### src/common/video_pkg.sv
/* video timing package
   640x480 60 Hz display timing and screen coordinate width */

package video_pkg;

    localparam int CORDW = 16;  // signed screen coordinate width

    // horizontal timing in pixels
    localparam int H_RES  = 640;
    localparam int H_FP   = 16;
    localparam int H_SYNC = 96;
    localparam int H_BP   = 48;

    // vertical timing in lines
    localparam int V_RES  = 480;
    localparam int V_FP   = 10;
    localparam int V_SYNC = 2;
    localparam int V_BP   = 33;

    localparam int H_TOTAL = H_RES + H_FP + H_SYNC + H_BP;  // 800 cycles per line
    localparam int V_TOTAL = V_RES + V_FP + V_SYNC + V_BP;  // 525 lines per frame

endpackage

### src/hw/display_timings.sv
/* display timing generator
   scan position, active-low syncs, data enable and frame/line strobes */

`timescale 1ns/1ps

module display_timings #(
    parameter int CORDW = 16
) (
    input  logic                    clk_pix,
    input  logic                    rst_n,
    output logic signed [CORDW-1:0] sx,     // horizontal scan position
    output logic signed [CORDW-1:0] sy,     // vertical scan position
    output logic                    hsync,
    output logic                    vsync,
    output logic                    de,
    output logic                    frame,  // start of frame
    output logic                    line    // start of line
);

    localparam logic signed [CORDW-1:0] H_ACT  = CORDW'(video_pkg::H_RES);
    localparam logic signed [CORDW-1:0] V_ACT  = CORDW'(video_pkg::V_RES);
    localparam logic signed [CORDW-1:0] H_END  = CORDW'(video_pkg::H_TOTAL - 1);
    localparam logic signed [CORDW-1:0] V_END  = CORDW'(video_pkg::V_TOTAL - 1);
    localparam logic signed [CORDW-1:0] HS_STA = CORDW'(video_pkg::H_RES + video_pkg::H_FP);
    localparam logic signed [CORDW-1:0] HS_END = CORDW'(video_pkg::H_RES + video_pkg::H_FP
                                                        + video_pkg::H_SYNC);
    localparam logic signed [CORDW-1:0] VS_STA = CORDW'(video_pkg::V_RES + video_pkg::V_FP);
    localparam logic signed [CORDW-1:0] VS_END = CORDW'(video_pkg::V_RES + video_pkg::V_FP
                                                        + video_pkg::V_SYNC);

    // scan counters
    always_ff @(posedge clk_pix or negedge rst_n) begin
        if (!rst_n) begin
            sx <= '0;
            sy <= '0;
        end else if (sx == H_END) begin
            sx <= '0;
            sy <= (sy == V_END) ? '0 : sy + CORDW'(1);  // wrap at end of frame
        end else begin
            sx <= sx + CORDW'(1);
        end
    end

    always_comb begin
        hsync = !(sx >= HS_STA && sx < HS_END);  // active low
        vsync = !(sy >= VS_STA && sy < VS_END);  // active low
        de    = (sx < H_ACT) && (sy < V_ACT);
        frame = (sx == '0) && (sy == '0);
        line  = (sx == '0);
    end

endmodule

### config.mk
export PLATFORM = sky130hd
export DESIGN_NAME = display_timings
export DESIGN_NICKNAME = d
export VERILOG_FILES = /design/src/common/video_pkg.sv /design/src/hw/display_timings.sv
export SDC_FILE = /design/constraint.sdc
export NUM_CORES = 1
export LEC_CHECK = 0
export BUFFER_PORTS_ARGS = -buffer_cell sky130_fd_sc_hd__buf_4
export CORE_MARGIN = 4
export CORE_UTILIZATION = 49
export CTS_CLUSTER_DIAMETER = 150
export DETAILED_ROUTE_END_ITERATION = 12
export PLACE_DENSITY = 0.74
export SLEW_MARGIN = 0
export SYNTH_ARGS = -nofsm -noshare
export SYNTH_HDL_FRONTEND = slang
export SYNTH_SLANG_ARGS = --single-unit
### constraint.sdc
create_clock -name clk_pix -period 1.9 [get_ports clk_pix]
set_input_delay 0.38 -clock clk_pix [delete_from_list [all_inputs] [get_ports clk_pix]]
set_output_delay 0.38 -clock clk_pix [all_outputs]
set_load 0.03 [all_outputs]
==> impl_metrics.ini <==
[sta]
fmax_mhz = 442
worstMarginPinSlew_ns = 0.418
layout_min_cycle_time_ns = 2.26
relSlewSlack_pct = 72.2
hold_viol = 0
rsz0062_at_grt = true
setup_violations = 5
finalClockSkew_ns = 0.00605
slew_viol_final = 0
fin_crit_sh_pct = 119
worst_slack_ns = -0.361

[placement]
port_buffers = 38
placed_area_um2 = 2350
gp_congestion = 0.926
post-dp-hpwl_um = 3410
place_ws_ns = -0.0529

[route]
drtIter0Drc = 139
vias = 1718
vias_per_cell = 5.60
first_pass_iters = 4
drc = 0
routedWlPerCell_um = 15.8
ant_nets = 0
routed_wirelength_um = 4860

[grt]
antenna_found_initial = 0
grt_max_degree = 33
grt_pass1_wl_um = 8070
grt_pass1_vias = 1662
grtUsageTotal_pct = 20.6
grt_overflow_total = 0

[floorplanning]
io-pin-count = 39
start_util_pct = 52.7
die_h_um = 69.1
die_area_um2 = 4770
dieWidth_um = 69.1
row_count = 21
fp.coreArea_um2 = 3470

[layout]
drive_gt1_share_pct = 43.7
diodes = 0
synthToLayoutAreaGrowth_pct = 43.1
layout.nets = 267
final_area_um2 = 2620
fill_cells = 263

[run_status]
status = complete, but fails checks
violations = setup timing

[worst_setup_path]
end_kind = output port
critPathKind = flip-flop to output port
crit_path_max_fanout = 2
worst-endpoint-required_ns = 1.52
r2r.worst_path.cells = 7
cp-start-kind = flip-flop
critPathArrivalTime_ns = 1.88

[clock_network]
hold_buffers = 0
tritoncts = built
clock-sinks = 32
h-tree-depth = 2
cts_buffers = 5
cts_root_buf = clkbuf_8
clk_pin_slew_ns = 0.07
clk_path_buf_depth = 2
clk_latency_ns = 0.28

[logic_synthesis]
synth_edf_count = 0
syn_inst = 183
synthArstFlopShare_pct = 100
ys_types = 38
synthesis.nets = 190
ys_seq_area_share_pct = 43.8
ys.flop_type = dfrtp_1
synth-seq-cells = 32
synth_top_area_share_pct = 43.8
avgSynthCellArea_um2 = 9.99
yosys-top-cells-area = dfrtp_1 44%, xnor2_1 4.8%, xor2_1 4.8%, nand3_1 4.7%, ha_1 3.4%
synth_largest_area_cell = dfrtp_1
synth.most_common_cell = dfrtp_1
syn_area_um2 = 1830
yosys_warnings = 0
synthTopCellsByCount = 32 x dfrtp_1, 17 x nand3_1, 15 x nor2_1

[power_and_ir_drop]
leakagePower_uw = 0.00124
finalPower_uw = 1200
vdd_drop_max_v = 0.000313
p_switching_uw = 265
combPwrFrac_pct = 1.2
power_density_nw_per_um2 = 460
pwr-share-seq_pct = 56.6
internal_power_uw = 939
p_clk_share_pct = 42.2
sw_frac_of_total_pct = 22.0

[job]
maxCapViolCount = 0

[hold_path]
holdCritPathClass = primary input to asynchronous set/reset pin
[state kept, by name (all words and copies together) (netlist names)]
name	cells
sx	16
sy	16
[per-layer routing]
layer | vias to the layer above | part of all wire, % | GRT usage [%]
met1 | 826 | 44 | 28.2
met5 | - | 0 | 0
met3 | 11 | 5.9 | 4.80
met2 | 71 | 48 | 31.9
li1 | 810 | - | -
met4 | 0 | 1.8 | 7.59
[repair_timing]
action,in CTS,in global routing
setup endpoints to repair,5,14
hold endpoints to repair,0,0
buffers inserted,3,8
pin swaps,2,6
gates resized for setup,10,17
[worst paths after layout]
check                               to  slack (ns)  startpoint
worst max register to register  sy[15]        0.08      sx[13]
min in group clk_pix             sx[0]        0.57       sx[0]
worst min register to register   sx[0]        0.57       sx[0]
max in group asynchronous        sy[1]        1.54       rst_n
worst max-delay path             frame       -0.36      sx[13]
worst min-delay path            sx[14]        0.03       rst_n
[area by class of cell]
class,instances,area [µm²],share of cell area [%]
tap,46,57.6,2.20
sequential,32,810,31.0
inverter,9,33.8,1.29
clock inverter,1,5.00,0.191
timing repair buffer,75,601,23.0
multi-input combinational,137,1030,39.5
clock buffer,7,76.3,2.92
[cell families (layout without fill, tap and decap cells)]
family | Yosys count | in the layout | synth area share [%]
AND/OR/NAND/NOR | 92 | 92 | 31.6
flip-flops | 32 | 32 | 43.8
XOR/XNOR | 20 | 20 | 9.58
AO/OA/AOI/OAI | 17 | 17 | 5.75
buffers and inverters | 14 | 92 | 4.24
adder cells (fa/ha/maj) | 5 | 5 | 3.42
multiplexers | 3 | 3 | 1.64
[cells in the final DEF (no fill, tap or decap), types with 4 or more instances in the layout]
cell,instances
xor2_1,10
xnor2_1,10
buf_4,65
nor2_1,13
nand4_1,8
dfrtp_2,7
buf_6,10
and3_1,5
and4_1,4
dfrtp_1,25
o21ai_0,4
nand3_1,17
nor3_2,4
a21oi_1,5
nor3_1,5
nand2_1,10
clkbuf_8,5
ha_1,4
inv_1,8
[critical path: stages (launching register included)]
cell and delay [ns]:
dfrtp_2 0.43, nor4_4 0.33, nor3b_4 0.25, and4_4 0.24, and4_4 0.22, buf_6 0.13
[metrics by stage]
stage	hold slack, ns	instances	utilization [%]	setup TNS [ns]
final	0.0265	307	75.4	-1.35
after CTS	0.0360	300	71.9	-1.06
after global routing	0.0433	307	75.4	-1.82
after global placement	0.336	289	67.8	-0.0293
after floorplan	0.0844	183	-	-0.286
after detailed placement	0.345	289	67.8	-0.0529
[power groups by stage]
stage / Combinational (µW) / Clock [µW] / Sequential, µW
3_3_place_gp: 14.8 / 0 / 694
2_1_floorplan: 0.000392 / 0 / 694
5_1_grt: 17.3 / 554 / 680
3_5_place_dp: 15.6 / 0 / 694
4_1_cts: 15.5 / 517 / 681
6_report: 14.5 / 509 / 681
Power figures use the tool's default switching activity.
